### src/include/dual_issue_cfg.svh
`ifndef DUAL_ISSUE_CFG_SVH
`define DUAL_ISSUE_CFG_SVH

// Data path and instruction word width
`define DATA_W 32

// Register file geometry
`define REG_ADDR_W 5
`define REG_COUNT 32

// Instruction queue entries, also the credits held after reset
`define QUEUE_DEPTH 8

// Wide enough for 0 to QUEUE_DEPTH
`define CREDIT_W 4

`endif

### src/rtl/dual_issue_pkg.sv
`include "dual_issue_cfg.svh"

package dual_issue_pkg;

    typedef logic [`DATA_W-1:0] word_t;
    typedef logic [`REG_ADDR_W-1:0] reg_addr_t;

    // Executed operations, immediate forms kept apart
    typedef enum logic [4:0] {
        OP_NOP,
        OP_ADDU,
        OP_SUBU,
        OP_AND,
        OP_OR,
        OP_XOR,
        OP_NOR,
        OP_SLT,
        OP_SLTU,
        OP_SLL,
        OP_SRL,
        OP_SRA,
        OP_ADDIU,
        OP_SLTI,
        OP_ANDI,
        OP_ORI,
        OP_XORI,
        OP_LUI
    } alu_op_e;

    typedef struct packed {
        alu_op_e   op;
        reg_addr_t rs;
        reg_addr_t rt;
        logic      uses_rs;
        logic      uses_rt;
        reg_addr_t dest;
        logic      wen;
        // Raw immediate field, extended at issue
        logic [15:0] imm;
        logic [4:0]  shamt;
        logic        imm_zero_ext;
    } decoded_t;

endpackage

### src/rtl/exec_lane_if.sv
`timescale 1ns/1ps

// One lane's operation from issue into EX
interface exec_lane_if
    import dual_issue_pkg::*;
();

    logic      valid;
    alu_op_e   op;
    logic      wen;
    reg_addr_t dest;
    word_t     src_a;
    word_t     src_b;

    modport issue (
        output valid, op, wen, dest, src_a, src_b
    );

    modport exec (
        input valid, op, wen, dest, src_a, src_b
    );

endinterface

### src/rtl/exec_alu.sv
`timescale 1ns/1ps

module exec_alu
    import dual_issue_pkg::*;
(
    input  logic      clk,
    input  logic      rst,
    exec_lane_if.exec lane,
    output logic      ex_wen,
    output reg_addr_t ex_dest,
    output word_t     ex_data,
    output logic      ret_valid,
    output logic      ret_wen,
    output reg_addr_t ret_dest,
    output word_t     ret_data
);

    logic    ex_valid;
    alu_op_e ex_op;
    word_t   ex_a;
    word_t   ex_b;

    always_ff @(posedge clk) begin
        if (rst) begin
            ex_valid  <= 1'b0;
            ex_wen    <= 1'b0;
            ret_valid <= 1'b0;
            ret_wen   <= 1'b0;
        end else begin
            ex_valid  <= lane.valid;
            ex_wen    <= lane.wen;
            ret_valid <= ex_valid;
            ret_wen   <= ex_wen;
        end
    end

    always_ff @(posedge clk) begin
        ex_op    <= lane.op;
        ex_dest  <= lane.dest;
        ex_a     <= lane.src_a;
        ex_b     <= lane.src_b;
        ret_dest <= ex_dest;
        ret_data <= ex_data;
    end

    // Shift amount sits in src_a, shifted value in src_b
    always_comb begin
        case (ex_op)
            OP_ADDU, OP_ADDIU: ex_data = ex_a + ex_b;
            OP_SUBU:           ex_data = ex_a - ex_b;
            OP_AND, OP_ANDI:   ex_data = ex_a & ex_b;
            OP_OR, OP_ORI:     ex_data = ex_a | ex_b;
            OP_XOR, OP_XORI:   ex_data = ex_a ^ ex_b;
            OP_NOR:            ex_data = ~(ex_a | ex_b);
            OP_SLT, OP_SLTI:   ex_data = word_t'($signed(ex_a) < $signed(ex_b));
            OP_SLTU:           ex_data = word_t'(ex_a < ex_b);
            OP_SLL:            ex_data = ex_b << ex_a[4:0];
            OP_SRL:            ex_data = ex_b >> ex_a[4:0];
            OP_SRA:            ex_data = word_t'($signed(ex_b) >>> ex_a[4:0]);
            OP_LUI:            ex_data = {ex_b[15:0], 16'h0000};
            default:           ex_data = '0;
        endcase
    end

    // Issue only raises wen on an issued lane
    a_wen_needs_valid: assert property (
        @(posedge clk) disable iff (rst)
        ret_wen |-> ret_valid
    );

endmodule

### src/flat_wrapper.sv
// flat-port wrapper written by rule: the top's interface ports become plain ports
module exec_alu_flat import dual_issue_pkg::*;
  (clk, rst, ex_wen, ex_dest, ex_data, ret_valid, ret_wen, ret_dest, ret_data, lane_valid, lane_op, lane_wen, lane_dest, lane_src_a, lane_src_b);
  exec_lane_if lane_i ();
  input  logic clk;
  input  logic rst;
  output logic ex_wen;
  output reg_addr_t ex_dest;
  output word_t ex_data;
  output logic ret_valid;
  output logic ret_wen;
  output reg_addr_t ret_dest;
  output word_t ret_data;
  input wire logic [$bits(lane_i.valid)-1:0] lane_valid;
  input wire logic [$bits(lane_i.op)-1:0] lane_op;
  input wire logic [$bits(lane_i.wen)-1:0] lane_wen;
  input wire logic [$bits(lane_i.dest)-1:0] lane_dest;
  input wire logic [$bits(lane_i.src_a)-1:0] lane_src_a;
  input wire logic [$bits(lane_i.src_b)-1:0] lane_src_b;
  assign lane_i.valid = lane_valid;
  assign lane_i.op = lane_op;
  assign lane_i.wen = lane_wen;
  assign lane_i.dest = lane_dest;
  assign lane_i.src_a = lane_src_a;
  assign lane_i.src_b = lane_src_b;
  exec_alu u_core (.clk(clk), .rst(rst), .lane(lane_i), .ex_wen(ex_wen), .ex_dest(ex_dest), .ex_data(ex_data), .ret_valid(ret_valid), .ret_wen(ret_wen), .ret_dest(ret_dest), .ret_data(ret_data));
endmodule
### config.mk
export PLATFORM = sky130hd
export DESIGN_NAME = exec_alu_flat
export DESIGN_NICKNAME = d
export VERILOG_FILES = /design/src/rtl/dual_issue_pkg.sv /design/src/rtl/exec_lane_if.sv /design/src/rtl/exec_alu.sv /design/src/flat_wrapper.sv
export VERILOG_INCLUDE_DIRS = /design/src /design/src/include
export SDC_FILE = /design/constraint.sdc
export NUM_CORES = 1
export LEC_CHECK = 0
export ABC_CLOCK_PERIOD_IN_PS = 6350
export BUFFER_PORTS_ARGS = -buffer_cell sky130_fd_sc_hd__buf_2
export CORE_ASPECT_RATIO = 1.75
export CORE_MARGIN = 2
export CORE_UTILIZATION = 40
export CTS_BUF_LIST = sky130_fd_sc_hd__clkbuf_4
export DETAILED_ROUTE_END_ITERATION = 16
export SLEW_MARGIN = 20
export SYNTH_ARGS = -nofsm -noshare
export SYNTH_HDL_FRONTEND = slang
export SYNTH_SLANG_ARGS = --single-unit
### constraint.sdc
create_clock -name clk -period 6.35 [get_ports clk]
set_input_delay 0.9525 -clock clk [delete_from_list [all_inputs] [get_ports clk]]
set_output_delay 0.9525 -clock clk [all_outputs]
set_load 0.02 [all_outputs]
# ---- Word-level counts from Yosys, hierarchy flattened
# Index checks and enable logic that the tools add are counted.
dict set report totals {
  register_bits 115
  inputBits 78
  output_inout_bits 77
  wordCells 44
}
dict set report classes {
  add_sub_neg 2
  order_cmp 2
  eq_ne 17
  shift 3
  mux 1
  bitwise 4
  n_reduce_logical 5
}
# operator count
set ops {}
lappend ops {{$pmux 32 s12} 1}
lappend ops {{$lt 32x32->1} 2}
lappend ops {{$eq 5x4->1 const B} 8}
lappend ops {{$add 32x32->32} 1}
lappend ops {{$and 32x32->32} 1}
lappend ops {{$not 32->32} 1}
lappend ops {{$or 32x32->32} 1}
lappend ops {{$shl 32x5->32} 1}
lappend ops {{$shr 32x5->32} 1}
lappend ops {{$sshr 32x5->32} 1}
lappend ops {{$sub 32x32->32} 1}
lappend ops {{$xor 32x32->32} 1}
lappend ops {{$eq 5x3->1 const B} 4}
lappend ops {{$eq 5x2->1 const B} 2}
lappend ops {{$eq 5x5->1 const B} 2}
lappend ops {{$reduce_or 2->1} 5}
lappend ops {{$eq 5x1->1 const B} 1}

# ---- Logic depth before layout (Yosys ltp)
dict set report depth {
  depth_word 3
  mapped_depth 17
  depth_no_buf 12
}

# ---- Worst setup path before layout
# Ideal clock, no wire load.
dict set report synth_path {
  path_kind {flip-flop to output port}
  start {register u_core.ex_a[2]}
  end {output port ex_data[24]}
  arrival_time_ps 4218
  t_required_ps 5398
  slack_ps 1179
  stages_incl_launch_ff 17
  path_buffers 5
  path_cell_list {dfxtp_1 > clkbuf_1 > inv_1 > buf_4 > buf_1 > buf_2 > buf_1 > ha_1 > o21bai_1 > a2111oi_0 > o21ai_0 > a311oi_1 > o41ai_2 > a21oi_1 > xnor2_1 > nor2_1 > or4_1}
}
dict set report synth_between {
  elab_chain_cells 2
  word_cells_on_any_way 6
  classes_between {add/sub (2); shift (3); mux (1)}
}
# element line_no
set synth_lines {}
lappend synth_lines {{start, declared} exec_alu.sv:20} ;# word_t ex_a;
lappend synth_lines {{start signal, assigned} exec_alu.sv:40} ;# ex_a <= lane.src_a;
lappend synth_lines {{$sub 32x32->32, or another cell as far along} exec_alu.sv:50} ;# OP_SUBU: ex_data = ex_a - ex_b;
lappend synth_lines {{$pmux 32 s12 (*)} exec_alu.sv:48} ;# case (ex_op)
lappend synth_lines {{end, declared} flat_wrapper.sv:9} ;# output word_t ex_data;
# Every way passes the cells marked *; elsewhere a longest branch is shown, timed or not.

# ---- Worst setup path after layout
dict set report layout_path {
  start {register u_core.ex_b[2]}
  end {output port ex_data[24]}
}
dict set report layout_between {
  elab_chain_cells 2
  word_cells_on_any_way 6
  classes_between {add/sub (2); shift (3); mux (1)}
}
# element line_no
set layout_lines {}
lappend layout_lines {{start, declared} exec_alu.sv:21} ;# word_t ex_b;
lappend layout_lines {{start signal, assigned} exec_alu.sv:41} ;# ex_b <= lane.src_b;
lappend layout_lines {{$sub 32x32->32, or another cell as far along} exec_alu.sv:50}
lappend layout_lines {{$pmux 32 s12 (*)} exec_alu.sv:48}
# Marked as above.

==> qor.yml <==
clock_tree:
  clock_latency_ps: 670
  cts_hold_buf: 0
  clockBufferDepth: 2
  htreeDepth: 4
  cts_buffers: 17
  postCtsSetupRepairBufs: 0
  clock_sinks: 115
  cts.clk_slew.worst_paths_ps: 120
  cts_tree: "done"
  root_buffer: "clkbuf_4"
global_routing:
  use_met1_pct: 37.6
  grt_first_pass_wirelength_um: 72100
  track_usage_pct: 33.4
  grt_use_met3_pct: 5.92
  use_met2_pct: 53.6
  busiest_layer: "met2"
  overflow: 0
  grt_max_degree: 73
  grt_pass1_vias: 11500
  grt_antenna_before_repair: 1
timing:
  fin_setup_tns_ps: 0
  hold_viol: 0
  skew_ps: 43.4
  post-route-period-util_pct: 95.9
  max-slew-margin-rel_pct: 36.0
  rsz0062_at_grt: "false"
  maxSlewViolCount: 0
  setup_slack_ps: 263
  period_needed_ps: 6090
  setup_viol_count_final: 0
  worst_pin_slew_ps: 959
  max_freq_ghz: 0.164
placement:
  gp_congestion: 1.01
  dp_hpwl_um: 36700
  preCtsSetupSlack_ps: 1040
  port-buffer-count: 154
layout:
  fillers: 2822
  syn_to_final_growth_pct: 12.2
  seqCellArea_sq_um: 2310
  multi_input_area_sq_um: 8120
  drive_above_1_share_pct: 19.6
  nNetsFinal: 1685
  final_util_pct: 45.4
power:
  leakagePower_nw: 5.59
  ir_worst_vdd_v: 0.000216
  power.density_nw_per_um2: 195
min_path:
  hp-class: "register to register"
  min_delay_path_depth: 0
yosys:
  ys_seq_area_share_pct: 20.4
  synth-xor-area-share_pct: 0.388
  synth.area.top_cells: "dfxtp_1, ha_1, mux4_2"
  yosys.area_share.adder_pct: 11.0
  netlist_area_sq_um: 11300
  synth_compound_area_share_pct: 29.2
  synthArstFlopShare_pct: 0
  ys_types: 78
  synth_top_family_by_area: "compound AO/OA/AOI/OAI gates"
  syn_nets: 1586
  syn_inst: 1410
  syn_area_per_cell_sq_um: 8.00
  synthMuxAreaShare_pct: 14.2
  yosys_warnings: 0
  yosys_register_bits: 115
  synth_simple_gate_area_share_pct: 16.9
  synth_top_area_share_pct: 20.4
  synth_flop_cell: "dfxtp_1"
  yosys.area.top_type: "dfxtp_1"
  synth_edf_count: 0
die:
  dieWidth_um: 131
  boundaryPins: 155
  core_sq_um: 27900
  design.die.area_sq_um: 29600
  num_rows: 81
  initial_core_util_pct: 40.5
  die_y_um: 226
setup_path:
  crit_path_max_fanout: 9
  crit_type: "register to output port"
  crit_arrival_ps: 5130
  r2r_cells: 11
  critPathCaptureType: "output port"
  cp.required_ps: 5400
  start_kind: "register"
status:
  status: "completed"
detailed_routing:
  dr.first_iter.drc_count: 1238
  routed-via-count: 12200
  antenna_left: 0
  wl_per_cell_um: 26.3
  drtPass1Iterations: 8
  drt_wl_total_um: 49800
  drc: 0
  viasPerCell: 6.44
job:
  maxCapViolCount: 0
==> Yosys cell counts (all sizes together), types with 4 or more instances <==
master	count
a2111oi	9
a211o	5
a211oi	19
a21boi	4
a21o	20
a21oi	106
a221o	9
a221oi	47
a22o	8
a22oi	13
a31oi	16
and2	5
and3	13
buf	37
clkbuf	73
dfxtp	115
ha	96
inv	94
mux2	8
mux2i	42
mux4	47
nand2	100
nand2b	11
nand3	27
nand4	8
nor2	166
nor2b	20
nor3	34
nor3b	5
nor4	9
o2111ai	16
o211a	4
o211ai	17
o21a	7
o21ai	87
o21bai	14
o221ai	9
o22ai	14
o2bb2ai	4
o31ai	11
o32ai	4
o41ai	5
or2	6
or4	5
==> cell families (layout without fill, tap and decap cells) <==
kind of cell             count (synthesis)  in the layout
adder cells (fa/ha/maj)                 98             98
AND/OR/NAND/NOR                        417            417
XOR/XNOR                                 5              5
multiplexers                            97             97
AO/OA/AOI/OAI                          474            474
buffers and inverters                  204            316
other                                    0              1
flip-flops                             115            115
==> through the flow <==
stage                     hold WS (ps)  cell area [sq um]  power (W)  std cells
after floorplan                    414              11300    0.00145       1410
final                              356              12700    0.00247       1896
after detailed placement           335              12300    0.00175       1863
after CTS                          351              12600    0.00247       1895
after global placement             328              12300    0.00175       1863
after global routing               365              12700    0.00258       1896
==> worst paths after layout <==
path,slack [ps],endpoint,from
worst min register to register,360,u_core.ret_dest[3],u_core.ex_dest[3]
worst max-delay path,260,ex_data[24],u_core.ex_b[2]
worst min-delay path,360,u_core.ret_dest[3],u_core.ex_dest[3]
worst max register to register,1910,u_core.ret_data[24],u_core.ex_b[2]
==> registers in the layout, indices dropped and copies added, names as in the netlist <==
signal and flops:
u_core.ex_a 32, u_core.ex_b 32, u_core.ret_data 32, u_core.ex_dest 5
u_core.ex_op 5, u_core.ret_dest 5, u_core.ex_valid 1, u_core.ex_wen 1
u_core.ret_valid 1, u_core.ret_wen 1
==> layer usage <==
layer	vias up	wire, um
met2	770	23100
met5	-	0
met1	5733	17500
met4	0	5170
li1	5485	-
met3	223	4000
==> where the power goes <==
group / leakage [nW] / internal, W / switching (W)
Sequential: 0.968 / 0.000780 / 0.0000554
Combinational: 4.44 / 0.000329 / 0.000591
Clock: 0.180 / 0.000361 / 0.000357
==> what timing repair did <==
action	in CTS	in global routing
endpoints found under the setup margin	0	2
gates resized for setup	0	2
endpoints found under the hold margin	0	0
==> cell type report <==
| class | count | share of cell area (%) |
|---|---|---|
| flip-flops and latches | 115 | 18.3 |
| well taps | 373 | 3.69 |
| repair buffers | 190 | 8.23 |
| clock buffers | 18 | 1.07 |
| clock inverters | 14 | 1.78 |
| inverters | 94 | 2.79 |
| diodes | 1 | 0.0198 |
| multi-input cells | 1091 | 64.2 |
==> critical path, cell delays in order, from the launching register on <==
cell and delay, ps:
dfxtp_1 650, inv_1 140, ha_1 440, o21bai_1 160, a2111oi_0 640, o21ai_0 360
a311oi_1 620, o41ai_2 160, a21oi_1 310, xnor2_1 160, nor2_1 60, or4_1 600
buf_2 190
==> placed cells by master (no fill, tap or decap), types with 26 or more instances in the layout <==
cell      instances
o21ai_0          83
mux4_2           37
buf_2           154
nand3_1          26
nand2_1         100
dfxtp_1         110
inv_1            93
nor3_1           31
mux2i_1          42
a221oi_1         47
ha_1             96
nor2_1          164
buf_4            36
a21oi_1         106
Note: power is estimated with default switching activity, not from simulation.
