[config.mk]
export PLATFORM = sky130hd
export DESIGN_NAME = inst_queue
export DESIGN_NICKNAME = d
export VERILOG_FILES = /design/src/rtl/dual_issue_pkg.sv /design/src/rtl/inst_queue.sv
export VERILOG_INCLUDE_DIRS = /design/src /design/src/include
export SDC_FILE = /design/constraint.sdc
export NUM_CORES = 1
export LEC_CHECK = 0
export BUFFER_PORTS_ARGS = -buffer_cell sky130_fd_sc_hd__buf_4
export CORE_AREA = 2 2 142 144
export DETAILED_ROUTE_END_ITERATION = 12
export DIE_AREA = 0 0 144 146
export PLACE_DENSITY = 0.88
export SKIP_CTS_REPAIR_TIMING = 1
export SLEW_MARGIN = 15
export SYNTH_ARGS = -nofsm -noshare
export SYNTH_HDL_FRONTEND = slang
export SYNTH_SLANG_ARGS = --single-unit
[constraint.sdc]
create_clock -name clk -period 7.1 [get_ports clk]
set_clock_uncertainty 0.2 [all_clocks]
set_input_delay 0.71 -clock clk [delete_from_list [all_inputs] [get_ports clk]]
set_output_delay 0.71 -clock clk [all_outputs]
set_load 0.005 [all_outputs]
[src/include/dual_issue_cfg.svh]
`ifndef DUAL_ISSUE_CFG_SVH
`define DUAL_ISSUE_CFG_SVH

// Data path and instruction word width
`define DATA_W 32

// Register file geometry
`define REG_ADDR_W 5
`define REG_COUNT 32

// Instruction queue entries, also the credits held after reset
`define QUEUE_DEPTH 8

// Wide enough for 0 to QUEUE_DEPTH
`define CREDIT_W 4

`endif

[src/rtl/dual_issue_pkg.sv]
`include "dual_issue_cfg.svh"

package dual_issue_pkg;

    typedef logic [`DATA_W-1:0] word_t;
    typedef logic [`REG_ADDR_W-1:0] reg_addr_t;

    // Executed operations, immediate forms kept apart
    typedef enum logic [4:0] {
        OP_NOP,
        OP_ADDU,
        OP_SUBU,
        OP_AND,
        OP_OR,
        OP_XOR,
        OP_NOR,
        OP_SLT,
        OP_SLTU,
        OP_SLL,
        OP_SRL,
        OP_SRA,
        OP_ADDIU,
        OP_SLTI,
        OP_ANDI,
        OP_ORI,
        OP_XORI,
        OP_LUI
    } alu_op_e;

    typedef struct packed {
        alu_op_e   op;
        reg_addr_t rs;
        reg_addr_t rt;
        logic      uses_rs;
        logic      uses_rt;
        reg_addr_t dest;
        logic      wen;
        // Raw immediate field, extended at issue
        logic [15:0] imm;
        logic [4:0]  shamt;
        logic        imm_zero_ext;
    } decoded_t;

endpackage

[src/rtl/inst_queue.sv]
`timescale 1ns/1ps
`include "dual_issue_cfg.svh"

module inst_queue
    import dual_issue_pkg::*;
(
    input  logic                 clk,
    input  logic                 rst,
    input  logic                 in_valid,
    input  word_t                in_inst,
    input  logic [1:0]           pop_count,
    output word_t                head0,
    output word_t                head1,
    output logic [`CREDIT_W-1:0] count,
    output logic [`CREDIT_W-1:0] credit_ret
);

    localparam int PTR_W = $clog2(`QUEUE_DEPTH);

    word_t mem [`QUEUE_DEPTH];

    logic [PTR_W-1:0] wr_ptr;
    logic [PTR_W-1:0] rd_ptr;
    logic [PTR_W-1:0] rd_ptr_plus1;

    assign rd_ptr_plus1 = rd_ptr + PTR_W'(1);

    // Two oldest entries, head1 only meaningful when count >= 2
    assign head0 = mem[rd_ptr];
    assign head1 = mem[rd_ptr_plus1];

    always_ff @(posedge clk) begin
        if (in_valid) begin
            mem[wr_ptr] <= in_inst;
        end
    end

    always_ff @(posedge clk) begin
        if (rst) begin
            wr_ptr     <= '0;
            rd_ptr     <= '0;
            count      <= '0;
            credit_ret <= '0;
        end else begin
            if (in_valid) begin
                wr_ptr <= wr_ptr + PTR_W'(1);
            end
            rd_ptr     <= rd_ptr + PTR_W'(pop_count);
            count      <= count + `CREDIT_W'(in_valid) - `CREDIT_W'(pop_count);
            // Freed entries go back to the source one cycle later
            credit_ret <= `CREDIT_W'(pop_count);
        end
    end

    // Source must respect its credits
    a_no_push_when_full: assert property (
        @(posedge clk) disable iff (rst)
        in_valid |-> (count < `CREDIT_W'(`QUEUE_DEPTH))
    );

    // Issue never takes more than what is held
    a_no_pop_underflow: assert property (
        @(posedge clk) disable iff (rst)
        `CREDIT_W'(pop_count) <= count
    );

endmodule

# Word level (Yosys, flattened, before mapping)
# Memory sizes are Yosys's and may differ from the RTL's. A register that Yosys moved wholly into a read port is not among the register bits.
# Cells that the tools add are included.
[op_classes]
n_mux = 3
addsub = 5
[op_table]
columns = ["op", "count"]
rows = [
  ["adder 3 x 1 -> 3 bit (second input constant)", 2],
  ["adder 4 x 1 -> 4 bit", 1],
  ["subtractor 4 x 2 -> 4 bit", 1],
  ["adder 3 x 2 -> 3 bit", 1],
  ["two-way mux 3 bit", 1],
  ["two-way mux 1 bit", 2],
]
[word_totals]
output_inout_bits = 72
register_bits = 14
mem_bits_rw = 256
mem_count = 1
in_bits = 37
elab_cells = 14
[memory_table]
columns = ["memory", "depth", "width", "read_ports", "rd_ports_with_merged_regs", "wr", "line", "source"]
rows = [
  ["mem", 8, 32, 2, 1, 1, "inst_queue.sv:20", "word_t mem [`QUEUE_DEPTH];"],
]

# Logic depth before layout (Yosys ltp)
# Gate-level depths: netlist (run 1).
[logic_depth]
word_depth = 2
ltp_mapped = 7
depth_no_buf = 7

# Least setup slack after synthesis (run 1)
# No wires, ideal clock.
[synth_timing]
kind = "input port to flip-flop"
startpoint = "input in_valid"
endpoint = "memory mem[0][0] (netlist name) (enable)"
path_slack_ns = 3.428
cell_stages = 2
setup_ns = 0.461
arrival_time_ns = 3.011
required_ns = 6.439
path_buffers = 0
path_cell_list = "nand2b_1 -> nor3_1"
[synth_between]
elab_chain_len = 2
[synth_lines]
columns = ["item", "line", "source"]
rows = [
  ["start: declaration", "inst_queue.sv:9", "input logic in_valid,"],
  ["two-way mux 1 bit", "inst_queue.sv:33", "if (in_valid) begin"],
  ["two-way mux 1 bit (implied by the code)", "inst_queue.sv:34", "mem[wr_ptr] <= in_inst;"],
  ["end: declaration", "inst_queue.sv:20", ""],
]
# Every way passes these cells.

# Worst setup path in the final report (run 1)
[layout_timing]
startpoint = "register rd_ptr[0]"
endpoint = "output head1[4]"
[layout_between]
elab_chain_len = 2
[layout_lines]
columns = ["item", "line", "source"]
rows = [
  ["start: declaration", "inst_queue.sv:23", "logic [PTR_W-1:0] rd_ptr;"],
  ["start signal: assignment", "inst_queue.sv:48", "rd_ptr <= rd_ptr + PTR_W'(pop_count);"],
  ["adder 3 x 1 -> 3 bit", "inst_queue.sv:26", "assign rd_ptr_plus1 = rd_ptr + PTR_W'(1);"],
  ["memory read (8 x 32 bit)", "n/a", ""],
  ["end: declaration", "inst_queue.sv:13", "output word_t head1,"],
]
# Every way passes these cells.

==> impl_metrics.env, run 1 <==
export IMPL_dpl_hpwl_um=14900
export IMPL_start_kind="flip-flop"
export IMPL_fin_crit_sh_pct=63.5
export IMPL_cap_violations=0
export IMPL_synthTopCellsByArea="edfxtp_1 63%, mux4_2 20%, mux2_2 5.9%"
export IMPL_io_pins=109
export IMPL_avgSynthCellArea_um2=22.2
export IMPL_die_h_um=146
export IMPL_min_to="mem[4][8]$_DFFE_PP_"
export IMPL_fin_crit_ns=4.51
export IMPL_clockBufferDepth=3
export IMPL_crit_top_cell="buf_4"
export IMPL_timing_rr_start="rd_ptr[0]$_SDFF_PP0_"
export IMPL_ys_warn_count=0
export IMPL_synth_top_cell_by_area="edfxtp_1"
export IMPL_synth_top_flop_cell="edfxtp_1"
export IMPL_setup_violations=0
export IMPL_slowest_stage="dfxtp_4"
export IMPL_whs_path_depth=1
export IMPL_dieArea_mm2=0.0210
export IMPL_grt_max_degree=68
export IMPL_clk_latency_ns=0.52
export IMPL_cp_slowest_stage_delay_ns=1.05
export IMPL_fmax_mhz=222
export IMPL_crit_arrival_ns=3.60
export IMPL_crit_type="flip-flop to primary output"
export IMPL_drt_drc_violations_left=0
export IMPL_cts_htree_levels=1
export IMPL_peakVddDrop_v=0.000223
export IMPL_crit_chain="buf_4 > mux4_2 > mux2_2 > buf_4"
export IMPL_antenna_found_initial=0
export IMPL_die_x_um=144
export IMPL_tightest_slew_ns=1.09
export IMPL_grt_first_pass_wirelength_um=38700
export IMPL_syn_area_mm2=0.0123
export IMPL_clk_transition_reported_paths_ns=0.07
export IMPL_cts_tree="done"
export IMPL_wirelength_um=25300
export IMPL_hold_viol=0
export IMPL_synth_seq_area_share_pct=64.7
export IMPL_grt_busiest_layer="met2"
export IMPL_drt_pass1_iterations=5
export IMPL_portBuffers=106
export IMPL_power_density_mw_per_mm2=281
export IMPL_grt_util_met1_pct=32.4
export IMPL_postLayoutCoreUtil_pct=73.1
export IMPL_use_met2_pct=43.3
export IMPL_rr_worst_depth=5
export IMPL_syn_instance_count=553
export IMPL_rows=51
export IMPL_maxSlewHeadroom_pct=27.2
export IMPL_grt_pass1_vias=6654
export IMPL_reg2reg_slack_ns=4.82
export IMPL_ant_nets=0
export IMPL_r2r_end="rd_ptr[2]$_SDFF_PP0_"
export IMPL_cts_num_sinks=268
export IMPL_synth_edf_count=256
export IMPL_path_max_fanout=67
export IMPL_timing_setup_tns_ns=0
export IMPL_synth_seq_cells=268
export IMPL_p_leak_nw=4.66
export IMPL_hp_class="input port to flip-flop"
export IMPL_area_delta_synth_final_pct=15.3
export IMPL_end_kind="primary output"
export IMPL_start_util_pct=63.4
export IMPL_globalRouteOverflowTotal=0
export IMPL_synth_top_area_share_pct=62.7
export IMPL_track_usage_pct=25.0
export IMPL_grt_setup_unrepaired="no"
export IMPL_insertedDiodeCount=0
export IMPL_numCtsBuffers=26
export IMPL_gr_usage_met3_pct=4.67
export IMPL_drt_iter0_markers=478
export IMPL_wl_per_cell_um=26.7
export IMPL_hold_start="in_inst[8]"
export IMPL_crit_family="flip-flops"
export IMPL_viasPerCell=6.59
export IMPL_status="finished clean"
export IMPL_drv_slew=0
export IMPL_yosysUniqueCellTypes=27
export IMPL_root_buffer="clkbuf_16"
export IMPL_drive_above_1_share_pct=49.6
export IMPL_crit_required_ns=6.19
export IMPL_place_gp_congestion=0.739
export IMPL_async_flop_share_pct=0
export IMPL_final_nets=711
export IMPL_vias=6246
export IMPL_crit_buf_inv=2
export IMPL_core_region_area_mm2=0.0193
==> final cells by class <==
type / instances / area [µm²]
flip-flops and latches: 268 / 7940
fillers: 1110 / 5210
multi-input cells: 241 / 4120
repair buffers: 120 / 901
clock buffers: 34 / 702
well taps: 265 / 332
clock inverters: 13 / 108
inverters: 7 / 26.3
==> routing by layer <==
layer	part of all wire [%]	wire length, µm
met2	54	13700
met1	36	9200
met3	7.5	1910
met4	2.1	535
met5	0	0
==> through the flow <==
| stage | std cells | hold WS, ns | worst slack, ns | cell area, µm² | total power, mW |
|---|---|---|---|---|---|
| after global placement | 901 | 0.312 | 3.19 | 13300 | 2.67 |
| after global routing | 948 | 0.203 | 2.35 | 14100 | 4.12 |
| after floorplan | 554 | 0.292 | 3.43 | 12300 | 2.38 |
| after CTS | 948 | 0.193 | 2.52 | 14100 | 4.00 |
| after detailed placement | 901 | 0.321 | 3.08 | 13300 | 2.70 |
| final | 948 | 0.214 | 2.59 | 14100 | 3.97 |
==> power by group <==
group | total [mW] | switching (mW) | internal, mW
logic | 0.830 | 0.348 | 0.482
clock network | 1.31 | 0.546 | 0.764
registers | 1.83 | 0.0499 | 1.78
==> Yosys cell counts (2+ instances only) <==
master	instances
edfxtp_1	256
mux4_2	108
mux2_2	64
mux4_1	20
buf_2	14
nor2_1	13
dfxtp_1	12
buf_6	10
ha_1	8
inv_1	7
clkbuf_1	6
buf_1	4
nand2b_1	4
nor2b_1	4
xor2_1	4
nand2_1	3
buf_4	2
buf_8	2
fa_1	2
nor3_1	2
xnor2_1	2
==> kinds of logic (layout without fill, tap and decap cells) <==
kind of cell             after synthesis  in the layout  synth area share [%]
AO/OA/AOI/OAI                          4              4                 0.235
multiplexers                         193            193                  30.1
adder cells (fa/ha/maj)               10             10                  1.14
flip-flops                           268            268                  64.7
AND/OR/NAND/NOR                       26             26                 0.980
XOR/XNOR                               6              6                 0.429
buffers and inverters                 45            174                  2.38
other                                  1              2                0.0306
==> how the worst max path moves through the flow <==
stage / startpoint / depth (start not counted) / slack, ns / to
global route: rd_ptr[0]$_SDFF_PP0_ / 4 / 2.35 / head1[1]
finish: rd_ptr[0]$_SDFF_PP0_ / 4 / 2.59 / head1[4]
CTS: rd_ptr[0]$_SDFF_PP0_ / 4 / 2.52 / head1[4]
detailed placement: rd_ptr[0]$_SDFF_PP0_ / 4 / 3.08 / head1[22]
global placement: rd_ptr[0]$_SDFF_PP0_ / 4 / 3.19 / head1[1]
floorplan: in_valid / 2 / 3.43 / mem[0][0]$_DFFE_PP_
==> cells in the final DEF, fill, tap and decap left out, types with 2 or more instances in the layout <==
cell type  instances
bufinv_16          2
mux2_2            64
clkbuf_16         27
nor2b_1            4
nor3_2             2
buf_4            120
nor2_4             6
xor2_1             3
nand2_1            3
conb_1             2
inv_1              7
clkinv_1           6
edfxtp_1         256
xnor2_1            2
clkbuf_1           7
mux4_2           108
ha_1               7
nor2_1             7
dfxtp_1            9
mux4_1            20
clkinv_2           5
dfxtp_4            2
nand2b_1           4
fa_1               2
==> flip-flops by register name, summed over array words and instances (netlist names) <==
register / cells
rd_ptr: 3
credit_ret: 2
count: 4
mem: 256
wr_ptr: 3
Note: power is estimated with default switching activity, not from simulation.
==> run 2: changes to the inputs <==
ABC_AREA = 1   (was unset)
CORE_AREA = 2 2 165 167   (was 2 2 142 144)
DIE_AREA = 0 0 167 169   (was 0 0 144 146)
PLACE_DENSITY = 0.8   (was 0.88)
clock period = 3.8 ns   (was 7.1 ns; I/O delays follow)
==> run 2 against run 1 <==
Routed wire length rose by 42%. Global-route usage rose by 0.24 points. Clock-buffer cell count rose by 5. Non-clock buffer count rose by 52. Setup slack got worse by 2.2 ns. Register-to-register slack got worse by 3.3 ns. First-iteration DRC count rose to 2.5 times the previous value. Largest cell class unchanged.
==> impl_metrics.env, run 2 <==
export IMPL_status="finished clean"
export IMPL_drv_slew=0
export IMPL_drive_above_1_share_pct=9.85
export IMPL_cts_num_sinks=268
export IMPL_layout_common_cells="845 x nand2_1, 272 x inv_1, 257 x nand3_1"
export IMPL_maxSlewHeadroom_pct=34.0
export IMPL_crit_arrival_ns=2.87
export IMPL_p_leak_nw=7.98
export IMPL_crit_required_ns=3.22
export IMPL_ant_nets=0
export IMPL_hold_ws_ns=0.338
export IMPL_place_gp_congestion=0.788
export IMPL_clk_transition_reported_paths_ns=0.06
export IMPL_ys_warn_count=0
export IMPL_grt_max_degree=111
export IMPL_setup_violations=0
export IMPL_area_delta_synth_final_pct=14.4
export IMPL_portBuffers=106
export IMPL_hp_class="flip-flop to flip-flop"
export IMPL_rows=60
export IMPL_fin_crit_ns=3.45
export IMPL_io_pins=109
export IMPL_dieArea_mm2=0.0282
export IMPL_cap_violations=0
export IMPL_avgSynthCellArea_um2=8.06
export IMPL_synth_seq_cells=268
export IMPL_drt_iter0_markers=1214
export IMPL_synth_top_cells_by_count="845 x nand2_1, 273 x inv_1, 257 x nand3_1"
export IMPL_async_flop_share_pct=0
export IMPL_syn_area_mm2=0.0144
export IMPL_peakVddDrop_v=0.000285
export IMPL_regArea_mm2=0.00793
export IMPL_numCtsBuffers=28
export IMPL_power_total_mw=8.06
export IMPL_largest_reg_flops=256
export IMPL_die_x_um=167
export IMPL_reg_top3="mem x256, count x4"
export IMPL_fmax_mhz=290
export IMPL_path_max_fanout=73
export IMPL_nFillCells=2157
export IMPL_start_kind="flip-flop"
export IMPL_synth_top_area_share_pct=53.4
export IMPL_final_nets=1936
export IMPL_viasPerCell=5.35
export IMPL_drt_pass1_iterations=6
export IMPL_postLayoutCoreUtil_pct=62.1
export IMPL_synth_most_common_cell="nand2_1"
export IMPL_wl_per_cell_um=16.0
export IMPL_vias=12000
export IMPL_hold_viol=0
export IMPL_clockBufferDepth=3
export IMPL_multiInputGateArea_mm2=0.00482
export IMPL_core_region_area_mm2=0.0265
export IMPL_antenna_found_initial=0
export IMPL_fin_crit_sh_pct=90.7
export IMPL_root_buffer="clkbuf_16"
export IMPL_clk_latency_ns=0.54
export IMPL_synthTopCellsByArea="edfxtp_1 53%, nand2_1 22%, nand3_1 8.9%"
export IMPL_synth_seq_area_share_pct=55.1
export IMPL_power_density_mw_per_mm2=489
export IMPL_synth_top_cell_by_area="edfxtp_1"
export IMPL_cts_tree="done"
export IMPL_timing_setup_tns_ns=0
export IMPL_hold_start="wr_ptr[1]$_SDFFE_PP0P_"
export IMPL_start_util_pct=54.3
export IMPL_timing_rr_start="rd_ptr[0]$_SDFF_PP0_"
export IMPL_insertedDiodeCount=0
export IMPL_dpl_hpwl_um=21000
export IMPL_synth_top_flop_cell="edfxtp_1"
export IMPL_syn_instance_count=1786
export IMPL_final_common_cell="nand2_1"
export IMPL_end_kind="primary output"
export IMPL_drt_drc_violations_left=0
export IMPL_yosysUniqueCellTypes=22
export IMPL_cp_startpoint="rd_ptr[0]$_SDFF_PP0_"
export IMPL_track_usage_pct=25.3
export IMPL_die_h_um=169
export IMPL_synth_edf_count=256
export IMPL_wirelength_um=36100
export IMPL_tightest_slew_ns=0.989
export IMPL_crit_type="flip-flop to primary output"
export IMPL_grt_setup_unrepaired="no"
export IMPL_globalRouteOverflowTotal=0
export IMPL_cts_htree_levels=1
export IMPL_regMostFlops="mem"
export IMPL_grt_pass1_vias=11600
export IMPL_grt_first_pass_wirelength_um=57000
==> run 2: cell types whose count changed after synthesis, moves of 5 or more <==
cell / before / now
nand2_1: 3 / 845
inv_1: 7 / 273
nand3_1: 0 / 257
mux4_2: 108 / 0
mux2_2: 64 / 0
buf_2: 14 / 43
mux4_1: 20 / 0
buf_6: 10 / 27
buf_4: 2 / 12
nor2_1: 13 / 18
==> run 2: path summary, 6_finish.rpt <==
path,to,slack (ns),cells after the start
setup / recovery,head0[24],0.35,8
hold / removal,wr_ptr[1]$_SDFFE_PP0P_,0.34,2
setup reg to reg,rd_ptr[2]$_SDFF_PP0_,1.49,6
hold reg to reg,wr_ptr[1]$_SDFFE_PP0P_,0.34,2
==> run 2: logic make-up after synthesis <==
family	count (synthesis)	share of synthesized area, %
AOI/OAI and AO/OA	6	0.209
xor gates and xnor gates	3	0.313
adders and majority gates	10	0.973
buffers and inverters	376	11.9
DFF	268	55.1
other	1	0.0260
and+or+nand+nor	1122	31.5
==> run 2: cell type report <==
class                           count  share of cell area, %
Clock inverter                     11                  0.471
Timing Repair Buffer              172                   8.52
Sequential cell                   268                   48.2
Clock buffer                       39                   4.63
Inverter                          276                   6.32
Tap cell                          341                   2.59
Multi-Input combinational cell   1143                   29.3
==> run 2: through the flow <==
step,instance area [µm²],setup WS [ns],std cells
2_1_floorplan,14400,1.08,1787
3_3_place_gp,15200,0.831,2162
3_5_place_dp,15200,0.780,2162
4_1_cts,16100,0.212,2212
5_1_grt,16500,0.188,2250
6_report,16500,0.352,2250
==> run 2: critical path, cell delays in order (launching register included) <==
cell and delay [ns]:
dfxtp_4 0.64, buf_6 0.48, buf_4 0.58, nand2_1 0.11
nand3_1 0.12, nand2_1 0.08, nand2_1 0.06, nand2_1 0.05
buf_4 0.13
==> run 2: layer usage <==
layer	share of wire [%]	global-route usage, %
met1	38	31.3
met5	0	0
met2	50	44.3
met4	3.0	10.5
met3	8.9	3.93
==> run 2: power by group <==
group	total, mW	switching (mW)	internal, mW
combinational	2.14	1.31	0.828
sequential	3.37	0.0468	3.32
clock	2.55	1.09	1.46
total	8.06	2.45	5.61
