File: src/include/dual_issue_cfg.svh
`ifndef DUAL_ISSUE_CFG_SVH
`define DUAL_ISSUE_CFG_SVH

// Data path and instruction word width
`define DATA_W 32

// Register file geometry
`define REG_ADDR_W 5
`define REG_COUNT 32

// Instruction queue entries, also the credits held after reset
`define QUEUE_DEPTH 8

// Wide enough for 0 to QUEUE_DEPTH
`define CREDIT_W 4

`endif

File: src/rtl/dual_issue_pkg.sv
`include "dual_issue_cfg.svh"

package dual_issue_pkg;

    typedef logic [`DATA_W-1:0] word_t;
    typedef logic [`REG_ADDR_W-1:0] reg_addr_t;

    // Executed operations, immediate forms kept apart
    typedef enum logic [4:0] {
        OP_NOP,
        OP_ADDU,
        OP_SUBU,
        OP_AND,
        OP_OR,
        OP_XOR,
        OP_NOR,
        OP_SLT,
        OP_SLTU,
        OP_SLL,
        OP_SRL,
        OP_SRA,
        OP_ADDIU,
        OP_SLTI,
        OP_ANDI,
        OP_ORI,
        OP_XORI,
        OP_LUI
    } alu_op_e;

    typedef struct packed {
        alu_op_e   op;
        reg_addr_t rs;
        reg_addr_t rt;
        logic      uses_rs;
        logic      uses_rt;
        reg_addr_t dest;
        logic      wen;
        // Raw immediate field, extended at issue
        logic [15:0] imm;
        logic [4:0]  shamt;
        logic        imm_zero_ext;
    } decoded_t;

endpackage

File: src/rtl/exec_lane_if.sv
`timescale 1ns/1ps

// One lane's operation from issue into EX
interface exec_lane_if
    import dual_issue_pkg::*;
();

    logic      valid;
    alu_op_e   op;
    logic      wen;
    reg_addr_t dest;
    word_t     src_a;
    word_t     src_b;

    modport issue (
        output valid, op, wen, dest, src_a, src_b
    );

    modport exec (
        input valid, op, wen, dest, src_a, src_b
    );

endinterface

File: src/rtl/inst_decoder.sv
`timescale 1ns/1ps

module inst_decoder
    import dual_issue_pkg::*;
(
    input  word_t    inst,
    output decoded_t dec
);

    localparam logic [5:0] OPC_SPECIAL = 6'h00;
    localparam logic [5:0] OPC_ADDIU   = 6'h09;
    localparam logic [5:0] OPC_SLTI    = 6'h0a;
    localparam logic [5:0] OPC_ANDI    = 6'h0c;
    localparam logic [5:0] OPC_ORI     = 6'h0d;
    localparam logic [5:0] OPC_XORI    = 6'h0e;
    localparam logic [5:0] OPC_LUI     = 6'h0f;

    localparam logic [5:0] FN_SLL  = 6'h00;
    localparam logic [5:0] FN_SRL  = 6'h02;
    localparam logic [5:0] FN_SRA  = 6'h03;
    localparam logic [5:0] FN_ADDU = 6'h21;
    localparam logic [5:0] FN_SUBU = 6'h23;
    localparam logic [5:0] FN_AND  = 6'h24;
    localparam logic [5:0] FN_OR   = 6'h25;
    localparam logic [5:0] FN_XOR  = 6'h26;
    localparam logic [5:0] FN_NOR  = 6'h27;
    localparam logic [5:0] FN_SLT  = 6'h2a;
    localparam logic [5:0] FN_SLTU = 6'h2b;

    logic [5:0] opcode;
    logic [5:0] funct;
    logic       is_shift;

    assign opcode   = inst[31:26];
    assign funct    = inst[5:0];
    assign is_shift = (funct == FN_SLL) || (funct == FN_SRL) || (funct == FN_SRA);

    always_comb begin
        dec       = '0;
        dec.op    = OP_NOP;
        dec.rs    = inst[25:21];
        dec.rt    = inst[20:16];
        dec.imm   = inst[15:0];
        dec.shamt = inst[10:6];
        if (opcode == OPC_SPECIAL) begin
            case (funct)
                FN_ADDU: dec.op = OP_ADDU;
                FN_SUBU: dec.op = OP_SUBU;
                FN_AND:  dec.op = OP_AND;
                FN_OR:   dec.op = OP_OR;
                FN_XOR:  dec.op = OP_XOR;
                FN_NOR:  dec.op = OP_NOR;
                FN_SLT:  dec.op = OP_SLT;
                FN_SLTU: dec.op = OP_SLTU;
                FN_SLL:  dec.op = OP_SLL;
                FN_SRL:  dec.op = OP_SRL;
                FN_SRA:  dec.op = OP_SRA;
                default: dec.op = OP_NOP;
            endcase
            dec.dest    = inst[15:11];
            dec.wen     = (dec.op != OP_NOP);
            dec.uses_rt = dec.wen;
            // Shifts take shamt instead of rs
            dec.uses_rs = dec.wen && !is_shift;
        end else begin
            case (opcode)
                OPC_ADDIU: dec.op = OP_ADDIU;
                OPC_SLTI:  dec.op = OP_SLTI;
                OPC_ANDI:  dec.op = OP_ANDI;
                OPC_ORI:   dec.op = OP_ORI;
                OPC_XORI:  dec.op = OP_XORI;
                OPC_LUI:   dec.op = OP_LUI;
                default:   dec.op = OP_NOP;
            endcase
            dec.dest         = inst[20:16];
            dec.wen          = (dec.op != OP_NOP);
            dec.uses_rs      = dec.wen && (dec.op != OP_LUI);
            dec.imm_zero_ext = (dec.op == OP_ANDI) || (dec.op == OP_ORI) ||
                               (dec.op == OP_XORI);
        end
    end

endmodule

File: src/rtl/issue_ctrl.sv
`timescale 1ns/1ps
`include "dual_issue_cfg.svh"

module issue_ctrl
    import dual_issue_pkg::*;
(
    input  logic [`CREDIT_W-1:0] count,
    input  word_t                head0,
    input  word_t                head1,
    output reg_addr_t            rs0_addr,
    output reg_addr_t            rt0_addr,
    output reg_addr_t            rs1_addr,
    output reg_addr_t            rt1_addr,
    input  word_t                rs0_data,
    input  word_t                rt0_data,
    input  word_t                rs1_data,
    input  word_t                rt1_data,
    output logic [1:0]           pop_count,
    exec_lane_if.issue           lane0,
    exec_lane_if.issue           lane1
);

    decoded_t dec0;
    decoded_t dec1;
    logic     raw_hazard;
    logic     issue0;
    logic     issue1;

    function automatic word_t build_src_a(decoded_t d, word_t rs_data);
        return d.uses_rs ? rs_data : word_t'(d.shamt);
    endfunction

    function automatic word_t build_src_b(decoded_t d, word_t rt_data);
        word_t imm_ext;
        imm_ext = d.imm_zero_ext ? word_t'(d.imm) : word_t'($signed(d.imm));
        return d.uses_rt ? rt_data : imm_ext;
    endfunction

    inst_decoder i_dec0 (
        .inst (head0),
        .dec  (dec0)
    );

    inst_decoder i_dec1 (
        .inst (head1),
        .dec  (dec1)
    );

    assign rs0_addr = dec0.rs;
    assign rt0_addr = dec0.rt;
    assign rs1_addr = dec1.rs;
    assign rt1_addr = dec1.rt;

    // Younger reads what the older one writes, r0 excluded
    assign raw_hazard = dec0.wen && (dec0.dest != '0) &&
                        ((dec1.uses_rs && (dec1.rs == dec0.dest)) ||
                         (dec1.uses_rt && (dec1.rt == dec0.dest)));

    assign issue0    = (count != '0);
    assign issue1    = (count >= `CREDIT_W'(2)) && !raw_hazard;
    assign pop_count = {1'b0, issue0} + {1'b0, issue1};

    assign lane0.valid = issue0;
    assign lane0.op    = dec0.op;
    assign lane0.wen   = issue0 && dec0.wen;
    assign lane0.dest  = dec0.dest;
    assign lane0.src_a = build_src_a(dec0, rs0_data);
    assign lane0.src_b = build_src_b(dec0, rt0_data);

    assign lane1.valid = issue1;
    assign lane1.op    = dec1.op;
    assign lane1.wen   = issue1 && dec1.wen;
    assign lane1.dest  = dec1.dest;
    assign lane1.src_a = build_src_a(dec1, rs1_data);
    assign lane1.src_b = build_src_b(dec1, rt1_data);

endmodule

File: src/flat_wrapper.sv
// flat-port wrapper written by rule: the top's interface ports become plain ports
module issue_ctrl_flat import dual_issue_pkg::*;
  (count, head0, head1, rs0_addr, rt0_addr, rs1_addr, rt1_addr, rs0_data, rt0_data, rs1_data, rt1_data, pop_count, lane0_valid, lane0_op, lane0_wen, lane0_dest, lane0_src_a, lane0_src_b, lane1_valid, lane1_op, lane1_wen, lane1_dest, lane1_src_a, lane1_src_b);
  exec_lane_if lane0_i ();
  exec_lane_if lane1_i ();
  input  logic [`CREDIT_W-1:0] count;
  input  word_t head0;
  input  word_t head1;
  output reg_addr_t rs0_addr;
  output reg_addr_t rt0_addr;
  output reg_addr_t rs1_addr;
  output reg_addr_t rt1_addr;
  input  word_t rs0_data;
  input  word_t rt0_data;
  input  word_t rs1_data;
  input  word_t rt1_data;
  output logic [1:0] pop_count;
  output wire logic [$bits(lane0_i.valid)-1:0] lane0_valid;
  output wire logic [$bits(lane0_i.op)-1:0] lane0_op;
  output wire logic [$bits(lane0_i.wen)-1:0] lane0_wen;
  output wire logic [$bits(lane0_i.dest)-1:0] lane0_dest;
  output wire logic [$bits(lane0_i.src_a)-1:0] lane0_src_a;
  output wire logic [$bits(lane0_i.src_b)-1:0] lane0_src_b;
  output wire logic [$bits(lane1_i.valid)-1:0] lane1_valid;
  output wire logic [$bits(lane1_i.op)-1:0] lane1_op;
  output wire logic [$bits(lane1_i.wen)-1:0] lane1_wen;
  output wire logic [$bits(lane1_i.dest)-1:0] lane1_dest;
  output wire logic [$bits(lane1_i.src_a)-1:0] lane1_src_a;
  output wire logic [$bits(lane1_i.src_b)-1:0] lane1_src_b;
  assign lane0_valid = lane0_i.valid;
  assign lane0_op = lane0_i.op;
  assign lane0_wen = lane0_i.wen;
  assign lane0_dest = lane0_i.dest;
  assign lane0_src_a = lane0_i.src_a;
  assign lane0_src_b = lane0_i.src_b;
  assign lane1_valid = lane1_i.valid;
  assign lane1_op = lane1_i.op;
  assign lane1_wen = lane1_i.wen;
  assign lane1_dest = lane1_i.dest;
  assign lane1_src_a = lane1_i.src_a;
  assign lane1_src_b = lane1_i.src_b;
  issue_ctrl u_core (.count(count), .head0(head0), .head1(head1), .rs0_addr(rs0_addr), .rt0_addr(rt0_addr), .rs1_addr(rs1_addr), .rt1_addr(rt1_addr), .rs0_data(rs0_data), .rt0_data(rt0_data), .rs1_data(rs1_data), .rt1_data(rt1_data), .pop_count(pop_count), .lane0(lane0_i), .lane1(lane1_i));
endmodule
File: config.mk
export PLATFORM = sky130hd
export DESIGN_NAME = issue_ctrl_flat
export DESIGN_NICKNAME = d
export VERILOG_FILES = /design/src/rtl/dual_issue_pkg.sv /design/src/rtl/exec_lane_if.sv /design/src/rtl/inst_decoder.sv /design/src/rtl/issue_ctrl.sv /design/src/flat_wrapper.sv
export VERILOG_INCLUDE_DIRS = /design/src /design/src/include
export SDC_FILE = /design/constraint.sdc
export NUM_CORES = 1
export LEC_CHECK = 0
export CAP_MARGIN = 20
export CELL_PAD_IN_SITES_DETAIL_PLACEMENT = 0
export CELL_PAD_IN_SITES_GLOBAL_PLACEMENT = 1
export CORE_AREA = 3 3 141 143
export DETAILED_ROUTE_END_ITERATION = 8
export DIE_AREA = 0 0 144 146
export DONT_BUFFER_PORTS = 1
export GPL_TIMING_DRIVEN = 0
export PLACE_DENSITY_LB_ADDON = 0.1
export SKIP_LAST_GASP = 1
export SYNTH_ARGS = -nofsm -noshare
export SYNTH_HDL_FRONTEND = slang
export SYNTH_HIERARCHICAL = 1
export SYNTH_SLANG_ARGS = --single-unit
export TNS_END_PERCENT = 50
File: constraint.sdc
create_clock -name vclk -period 4.5
set_input_delay 0.45 -clock vclk [all_inputs]
set_output_delay 0.45 -clock vclk [all_outputs]
set_load 0.05 [all_outputs]
# Word-level counts from Yosys, hierarchy flattened
# Cells that the tools add are included.
[totals]
out_inout_bits = 174
elab_cells = 101
inputBits = 196
ff_bits = 0
[classes]
n_mux = 24
eq_ne = 42
reduce_logical = 33
n_lt_le_gt_ge = 1
add_sub_neg = 1
[op_table]
columns = ["op", "n"]
rows = [
  ["$mux 32", 6],
  ["$eq 6x6->1 const B", 16],
  ["$pmux 4 s11", 2],
  ["$eq 6x4->1 const B", 12],
  ["$pmux 5 s6", 2],
  ["$mux 5", 6],
  ["$reduce_bool 5->1", 5],
  ["$eq 6x2->1 const B", 4],
  ["$logic_not 6->1", 4],
  ["$eq 5x4->1 const B", 4],
  ["$mux 6", 2],
  ["$logic_and 1x1->1", 11],
  ["$eq 5x5->1", 2],
  ["$eq 5x5->1 const B", 2],
  ["$ne 5x5->1 const B", 2],
  ["$logic_or 1x1->1", 9],
  ["$mux 1", 6],
  ["$ge 4x2->1 const B", 1],
  ["$reduce_bool 4->1", 1],
  ["$logic_not 1->1", 3],
  ["$add 1x1->2", 1],
]

# Depth between registers and ports, before layout
# Gate-level depths: netlist (run 1).
[depth]
word_depth = 12
mapped_depth = 10
ltp_nobuf = 7

# By module
# The synthesis (run 1) kept the hierarchy.
[modules_own_cells]
columns = ["mod", "cells_each", "instances", "seq_area_each_um2", "area_per_inst_um2"]
rows = [
  ["inst_decoder", 97, 2, 0.0, 670.6],
  ["issue_ctrl", 175, 1, 0.0, 1318.8],
]

# Worst setup path after synthesis (run 1)
# No wires, ideal clock.
[synth_path]
kind = "input to output"
startpoint = "input port head0[27]"
endpoint = "output port lane1_valid"
arrival_time_ps = 3026
path_buffers = 1
slack_ps = 1024
t_required_ps = 4050
path_stages = 7
cell_sequence = "buf_4 > nor4_4 > nand2_1 > mux2_2 > or4_1 > o21a_1 > a21oi_1"
[synth_via]
word_cells_on_any_way = 21
classes_between = "eq/ne (8); mux (3); reduce/logical (10)"
[synth_lines]
columns = ["item", "line", "text"]
rows = [
  ["start, declared", "flat_wrapper.sv:7", "input word_t head0;"],
  ["$logic_not 6->1 *", "inst_decoder.sv:45", "if (opcode == OPC_SPECIAL) begin"],
  ["$mux 6 *", "inst_decoder.sv:45", ""],
  ["net lane0_dest[1]", "flat_wrapper.sv:21", "output wire logic [$bits(lane0_i.dest)-1:0] lane0_dest;"],
  ["$eq 5x5->1 (on tied branches)", "issue_ctrl.sv:56, issue_ctrl.sv:57", ""],
  ["$logic_and 1x1->1 (on tied branches)", "issue_ctrl.sv:56, issue_ctrl.sv:57", ""],
  ["$logic_or 1x1->1", "issue_ctrl.sv:56", "((dec1.uses_rs && (dec1.rs == dec0.dest)) ||"],
  ["$logic_and 1x1->1 *", "issue_ctrl.sv:55", "assign raw_hazard = dec0.wen && (dec0.dest != '0) &&"],
  ["$logic_not 1->1 *", "issue_ctrl.sv:60", "assign issue1 = (count >= `CREDIT_W'(2)) && !raw_hazard;"],
  ["$logic_and 1x1->1 *", "issue_ctrl.sv:60", ""],
  ["end, declared", "flat_wrapper.sv:24", "output wire logic [$bits(lane1_i.valid)-1:0] lane1_valid;"],
]
# Mark *: on every way through the listed nets, which the timed path passes. The rest lies on a longest branch. The select of a mux whose other input is x is not followed.

# Final worst setup path (run 1)
[layout_path]
startpoint = "input port head0[27]"
endpoint = "output port pop_count[0]"
[layout_via]
word_cells_on_any_way = 22
classes_between = "add/sub (1); eq/ne (8); mux (3); reduce/logical (10)"
[layout_lines]
columns = ["item", "line", "text"]
rows = [
  ["$logic_not 6->1 *", "inst_decoder.sv:45", ""],
  ["$mux 6 *", "inst_decoder.sv:45", ""],
  ["net lane0_dest[1]", "flat_wrapper.sv:21", ""],
  ["$eq 5x5->1 (on tied branches)", "issue_ctrl.sv:56, issue_ctrl.sv:57", ""],
  ["$logic_and 1x1->1 (on tied branches)", "issue_ctrl.sv:56, issue_ctrl.sv:57", ""],
  ["$logic_or 1x1->1", "issue_ctrl.sv:56", ""],
  ["$logic_and 1x1->1 *", "issue_ctrl.sv:55", ""],
  ["$logic_not 1->1 *", "issue_ctrl.sv:60", ""],
  ["$logic_and 1x1->1 *", "issue_ctrl.sv:60", ""],
  ["$add 1x1->2 *", "issue_ctrl.sv:61", "assign pop_count = {1'b0, issue0} + {1'b0, issue1};"],
  ["end, declared", "flat_wrapper.sv:17", "output logic [1:0] pop_count;"],
]
# Marked as above.

==> results.md, run 1 <==
- Ranking of synthesized cells by area: mux2_2 22%, buf_4 18%, and2_1 13%
- Hold depth: 1
- Synth area leader: mux2_2
- Syn Inst Count: 369
- IO Pins: 370
- Layout filler cell count: around 2100
- PwrDens: ~150 nW/um2
- Req. time, crit path: 4050 ps
- Total grt overflow: 0
- Mapped cell area: 2660 um2
- Vias in the first global route: 2622
- Initial antenna violation count: 3
- Die Width: 144 um
- Crit share post-route: 80.3%
- Num rows: 50
- Post-synth top area share: 21.6%
- Clock buffer cells: 0
- Hold Crit Class: primary input to output port
- First-pass GRT wire length: 19.1 mm
- CP top delay family: simple AND/OR/NAND/NOR gates
- Unrepaired setup endpoints after global routing: false
- Area delta synth->final: 14.1%
- Worst EP arrival: 3160 ps
- Max rail drop VDD: 0.0431 mV
- Buf/Inv on CP: 1
- Die Height: 146 um
- Fin util: between 15 and 20%
- CP cell instances: buf_4, nor4_4, nand2_1, mux2_2, or4_1, o21a_1, and2_0, a22o_1
- Slew @ Worst Pin: around 1000 ps
- Final setup vio count: 0
- Post-route setup TNS: 0 ps
- Max cap viols: 0
- Post-CTS Resized: 0
- Sequential area share after synthesis: 0%
- Core area: 18700 um2
- Num sequential: 0
- Final worst slack: 887 ps
- Status: finished, final reports clean
- Slowest stage cell, crit path: or4_1
- Critical Path Fanout Max: 9
- Starting Density: about 14%
- Critical path depth: 8
- Placed wire-length estimate: 13.0 mm
- Via density: 4.44
- Top achievable clock speed: 277 MHz
- Yosys warns: 6
- DR iter-0 viols: around 100
- Gr usage total: 12.0%
- CTS Hold Buffers Added: 0
- Routed length per instance: 23.9 um
- Net Count, Synth: ~570
- P_leak: around 0.0013 uW
- Die area: 21000 um2
- Crit-path max cell delay: 590 ps
- Ratio of cells with drive above 1 in the final layout: 37.5%
- Type of the worst setup path: primary input to output port
- Fin. Hold Viols: 0
- Drt pass-1 iters: 4
- Cell variety after synth: 40
- Largest net degree at the start of global routing: 11
- Rel. slew slack: 30.5%
- Final net count: 571
- Final min period: 3610 ps
- DRC: 0
- I/O Buffers: 0
- Final WL: roughly 15 mm
- FF+latch area: 0 um2
- Antenna-violating nets left: 0
- Post-CTS setup buffer count: 0
- Routability cong.: between 0.7 and 0.8
- CP endpoint kind: output port
- Syn_area_per_cell: ~7.2 um2
- Pre-CTS setup slack: approximately 450 ps
- Via count: 2697
- Critical Path Start Type: primary input
- Total power: 460 uW
- Final-report max-slew violation count: 0
==> stage by stage <==
stage                     hold WS [ps]  cells  cell area [um2]
final                             1070    608             3040
after CTS                         1070    606             3030
after detailed placement          1070    606             3030
after global placement            1070    603             2950
after global routing              1070    608             3040
after floorplan                   1070    369             2660
==> layer usage <==
| metal | track usage (%) | wire length, um | up-vias |
|---|---|---|---|
| met2 | 22.6 | 7610 | 181 |
| met1 | 14.5 | 5570 | 1274 |
| li1 | - | - | 1234 |
| met5 | 0 | 33 | - |
| met4 | 0.518 | 7 | 4 |
| met3 | 2.83 | 1300 | 4 |
==> cell type report <==
cell class,instances,area [um2],share of cell area (%)
Antenna cell,1,2.50,0.0824
Buffer,92,608,20.0
Inverter,6,22.5,0.742
Multi-Input combinational cell,271,2080,68.5
Tap cell,234,293,9.65
Timing Repair Buffer,4,30.0,0.989
==> layout by cell type (no fill, tap or decap), types with 2 or more instances in the layout <==
cell,count
nand4_1,2
a21o_1,34
nor2_1,13
nand2b_1,6
inv_1,6
a22oi_1,2
xor2_1,2
nor4_4,2
or3_1,3
o32ai_2,2
o311ai_2,2
nand2_1,15
o32a_1,2
and2_1,57
nor2b_1,2
o31a_1,2
and3_1,2
clkbuf_1,20
a21oi_1,9
mux2_2,51
o21bai_1,2
a2111oi_0,2
buf_2,6
o21ai_0,10
o31ai_2,4
nand3b_2,2
buf_6,2
a31oi_1,2
nand3_1,6
o21a_1,3
nor3b_1,8
xnor2_1,12
nor4_1,4
buf_4,67
or4_1,3
==> cells by family (layout without fill, tap and decap cells) <==
logic type             count (synthesis)  after routing  share of synthesized area, %
AND/OR/NAND/NOR                      128            128                          29.4
buffers and inverters                 98            102                          23.7
AO/OA/AOI/OAI                         78             78                          20.7
multiplexers                          51             51                          21.6
XOR/XNOR                              14             14                          4.61
other                                  0              1                             0
==> power breakdown <==
group          switching [uW]  internal (uW)
Clock                       0      0.0000300
Sequential                  0              0
Combinational             352            108
==> cell usage after synthesis (3+ instances only) <==
master and n:
a21o_1 34, a21oi_1 9, and2_1 57, buf_2 6
buf_4 64, clkbuf_1 20, inv_1 6, mux2_2 51
nand2_1 15, nand2b_1 6, nand3_1 6, nor2_1 13
nor3b_1 8, nor4_1 4, o21a_1 3, o21ai_0 10
o31ai_1 4, or3_1 3, or4_1 3, xnor2_1 12
==> worst paths after layout <==
kind | start | end
worst min-delay path | head0[21] | rs0_addr[0]
worst max-delay path | head0[27] | pop_count[0]
No activity file was read; power rests on OpenSTA's default activity.
==> run 2, diff against run 1 <==
Settings changed: CORE_AREA 3 3 141 143 to 3 3 145 147, DIE_AREA 0 0 144 146 to 0 0 148 150.
Clock period 4.5 ns to 3.06 ns, I/O delays scaled along.
==> results.md, run 2 (synthesis gave the netlist of run 1 again) <==
- Buf/Inv on CP: 3
- CP cell instances: buf_6, nor4_4, nand2_2, mux2_4, or4_4, o21a_4, buf_4, a21oi_4, buf_6
- DR iter-0 viols: 80
- Vias in the first global route: between 2000 and 3000
- Initial antenna violation count: 9
- Most frequent cells in the layout: 68 x buf_4, 48 x mux2_2, 47 x and2_1
- Crit-path max cell delay: 560 ps
- Crit share post-route: a little over nine tenths
- Num sequential: 0
- Max rail drop VDD: just under 0.06 mV
- Finished Layout Cells: 650
- CTS Hold Buffers Added: 0
- Die area: 22200 um2
- Req. time, crit path: 2750 ps
- Top achievable clock speed: 334 MHz
- Critical Path Start Type: primary input
- Post-DP Area: 3060 um2
- Placed wire-length estimate: between 10 and 15 mm
- Final instance area: between 3000 and 4000 um2
- Fin. Hold Viols: 0
- Via density: 4.22
- Unrepaired setup endpoints after global routing: true
- Largest net degree at the start of global routing: 11
- Worst EP arrival: 2690 ps
- Gr usage total: 11.8%
- I/O Buffers: 0
- DRC: 0
- Total grt overflow: 0
- Status: finished, final reports clean
- P_leak: 0.00137 uW
- PwrDens: 213 nW/um2
- Type of the worst setup path: primary input to output port
- Die Width: 148 um
- Final setup vio count: 0
- Critical Path Fanout Max: 8
- Final WL: 15.4 mm
- Most common cell after layout, fill and taps aside: buf_4
- Placed insts: 640
- Final net count: roughly 570
- IO Pins: 370
- Ratio of cells with drive above 1 in the final layout: 51.7%
- CP endpoint kind: output port
- Final-report max-slew violation count: 0
- Post-route setup TNS: 0 ps
- FF+latch area: 0 um2
- Slew @ Worst Pin: ~1000 ps
- Routed length per instance: 23.6 um
- Rel. slew slack: 32.1%
- Die Height: 150 um
- Core area: 20000 um2
- Area delta synth->final: 23.1%
- First-pass GRT wire length: 19.2 mm
- Max cap viols: 0
- Starting Density: 13.3%
- CP top delay family: simple AND/OR/NAND/NOR gates
- Num rows: 52
- Routability cong.: between 0.7 and 0.8
- Antenna-violating nets left: 0
- Final min period: approximately 3000 ps
- Via count: 2742
- Layout filler cell count: 2318
- Slowest stage cell, crit path: or4_4
- Clock buffer cells: 0
- Drt pass-1 iters: 4
- Hold Crit Class: primary input to output port
- Most common cell on crit path: buf_6
## run 2: layout make-up
cell class | instances | area [um2] | share of cell area [%]
inverters | 6 | 22.5 | 0.688
well taps | 270 | 338 | 10.3
plain buffers | 91 | 614 | 18.8
repair buffers | 7 | 68.8 | 2.10
diodes | 5 | 12.5 | 0.382
multi-input cells | 271 | 2220 | 67.8
## run 2: final timing paths
path | start | end | slack [ps] | cells after the start
setup / recovery | head0[26] | lane1_wen | 70 | 9
hold / removal | head0[24] | rs0_addr[3] | 780 | 1
## run 2: through the flow
stage | hold slack [ps] | power (uW) | util, % | worst slack, ps
6_report | 780 | 699 | 16.3 | 65.7
5_1_grt | 780 | 726 | 16.3 | -48.7
4_1_cts | 780 | 690 | 15.7 | -181
3_5_place_dp | 780 | 681 | 15.3 | -693
3_3_place_gp | 781 | 680 | 15.0 | -689
2_1_floorplan | 779 | 608 | - | -128
## run 2: what timing repair did
action | CTS | global route
buffers inserted | 1 | 4
pin swaps | 3 | 5
gates resized for setup | 25 | 50
setup endpoints to repair | 95 | 124
## run 2: layer usage
metal / track usage, % / part of all wire (%)
met5: 0 / 0.33
met4: 4.25 / 3.3
met3: 4.66 / 11
met2: 19.3 / 48
met1: 14.0 / 37
## run 2: power by group
part / leakage (uW) / internal [uW] / switching [uW]
Clock: 0.0000000317 / 0.000220 / 0
Combinational: 0.00137 / 172 / 527
Sequential: 0 / 0 / 0
Total: 0.00137 / 172 / 527
==> run 3, diff against run 2 <==
Settings changed: SETUP_SLACK_MARGIN set to 0.2.
==> results.md, run 3 (synthesis gave the netlist of run 1 again) <==
- Slowest stage cell, crit path: or4_4
- Status: finished, final reports clean
- Final WL: 13.0 mm
- Req. time, crit path: 2750 ps
- Die Width: 148 um
- Top achievable clock speed: 346 MHz
- Starting Density: 13.3%
- Hold Path Sink: rs0_addr[4]
- Most common cell after layout, fill and taps aside: buf_4
- IO Pins: 370
- Max cap viols: 0
- Unrepaired setup endpoints after global routing: true
- Critical Path Start Type: primary input
- Final setup vio count: 0
- Fin. Hold Viols: 0
- Num rows: 52
- Gr usage total: 10.0%
- DRC: 0
- Finished Layout Cells: between 600 and 700
- Worst hold margin: between 700 and 800 ps
- Hold Crit Start: head0[25]
- Vias in the first global route: 2661
- Via density: 4.08
- Ratio of cells with drive above 1 in the final layout: 60.2%
- Routability cong.: 0.718
- Worst EP arrival: 2590 ps
- Type of the worst setup path: primary input to output port
- Total grt overflow: 0
- Total power: between 600 and 700 uW
- Rel. slew slack: 31.8%
- CP endpoint kind: output port
- Buf/Inv on CP: 1
- CP cell instances: buf_12, nor4_4, nand2_4, mux2_4, or4_4, o21a_4, and2_4, a22o_4
- Drt pass-1 iters: 4
- Placed wire-length estimate: about 12 mm
- Final min period: 2890 ps
- Final worst slack: 166 ps
- DR iter-0 viols: between 50 and 60
- Via count: 2639
- First-pass GRT wire length: approximately 17 mm
- Initial antenna violation count: 5
- PwrDens: 209 nW/um2
- FF+latch area: 0 um2
- Final-report max-slew violation count: 0
- Clock buffer cells: 0
- Crit-path max cell delay: 600 ps
- Final net count: 570
- Post-route setup TNS: 0 ps
- Crit share post-route: 94.6%
- Layout filler cell count: between 2000 and 2500
- Num sequential: 0
- CTS Hold Buffers Added: 0
- Antenna-violating nets left: 0
- I/O Buffers: 0
- P_leak: approximately 0.0014 uW
- Hold Crit Class: primary input to output port
- Core area: 20000 um2
- Critical Path Fanout Max: 5
- CP top delay family: simple AND/OR/NAND/NOR gates
- Placed insts: 640
- Max rail drop VDD: 0.0557 mV
- Slew @ Worst Pin: 1020 ps
- Die Height: 150 um
- Most frequent cells in the layout: 67 x buf_4, 47 x mux2_2, 38 x and2_2
- Hold depth: 1
- Pre-CTS setup slack: -405 ps
- Die area: 22200 um2
- Area delta synth->final: 24.6%
- Largest net degree at the start of global routing: 11
- Routed length per instance: between 20 and 25 um
==> run 3: where the power goes <==
group	total, uW	internal (uW)	leakage [uW]	switching [uW]
logic	692	176	0.00140	516
clock network	0.000219	0.000219	0.0000000317	0
registers	0	0	0	0
total	692	176	0.00140	516
==> run 3: how the worst max path moves through the flow <==
stage / from / to / cells after the start
5_1_grt: head0[26] / pop_count[0] / 8
3_5_place_dp: head0[1] / lane0_src_a[6] / 7
2_1_floorplan: head0[27] / lane1_valid / 7
4_1_cts: head0[26] / pop_count[0] / 8
6_report: head0[26] / pop_count[0] / 8
3_3_place_gp: head1[1] / pop_count[0] / 8
==> run 3: per-stage QoR <==
step	instance area (um2)	util, %
floorplan	2680	-
detailed placement	3080	15.3
finish	3310	16.5
CTS	3230	16.1
global placement	3020	15.1
global route	3310	16.5
==> run 3: area by class of cell <==
type,count,area [um2],share of cell area (%)
Multi-Input combinational cell,271,2280,68.8
Buffer,92,638,19.3
Tap cell,270,338,10.2
Timing Repair Buffer,3,22.5,0.680
Inverter,6,22.5,0.680
Antenna cell,5,12.5,0.378
==> run 3: timing repair <==
| action | 4_1_cts | 5_1_grt |
|---|---|---|
| resized for setup | 64 | 41 |
| pin swaps | 9 | 2 |
| endpoints found under the setup margin | 128 | 121 |
| buffers inserted | 2 | 0 |
| cloned | 0 | 0 |
==> run 3: routing by layer <==
metal | vias to the layer above | part of all wire (%) | track usage [%]
li1 | 1230 | - | -
met5 | - | 0 | 0
met4 | 0 | 2.3 | 2.45
met1 | 1191 | 35 | 10.8
met3 | 14 | 8.3 | 1.61
met2 | 204 | 54 | 20.2
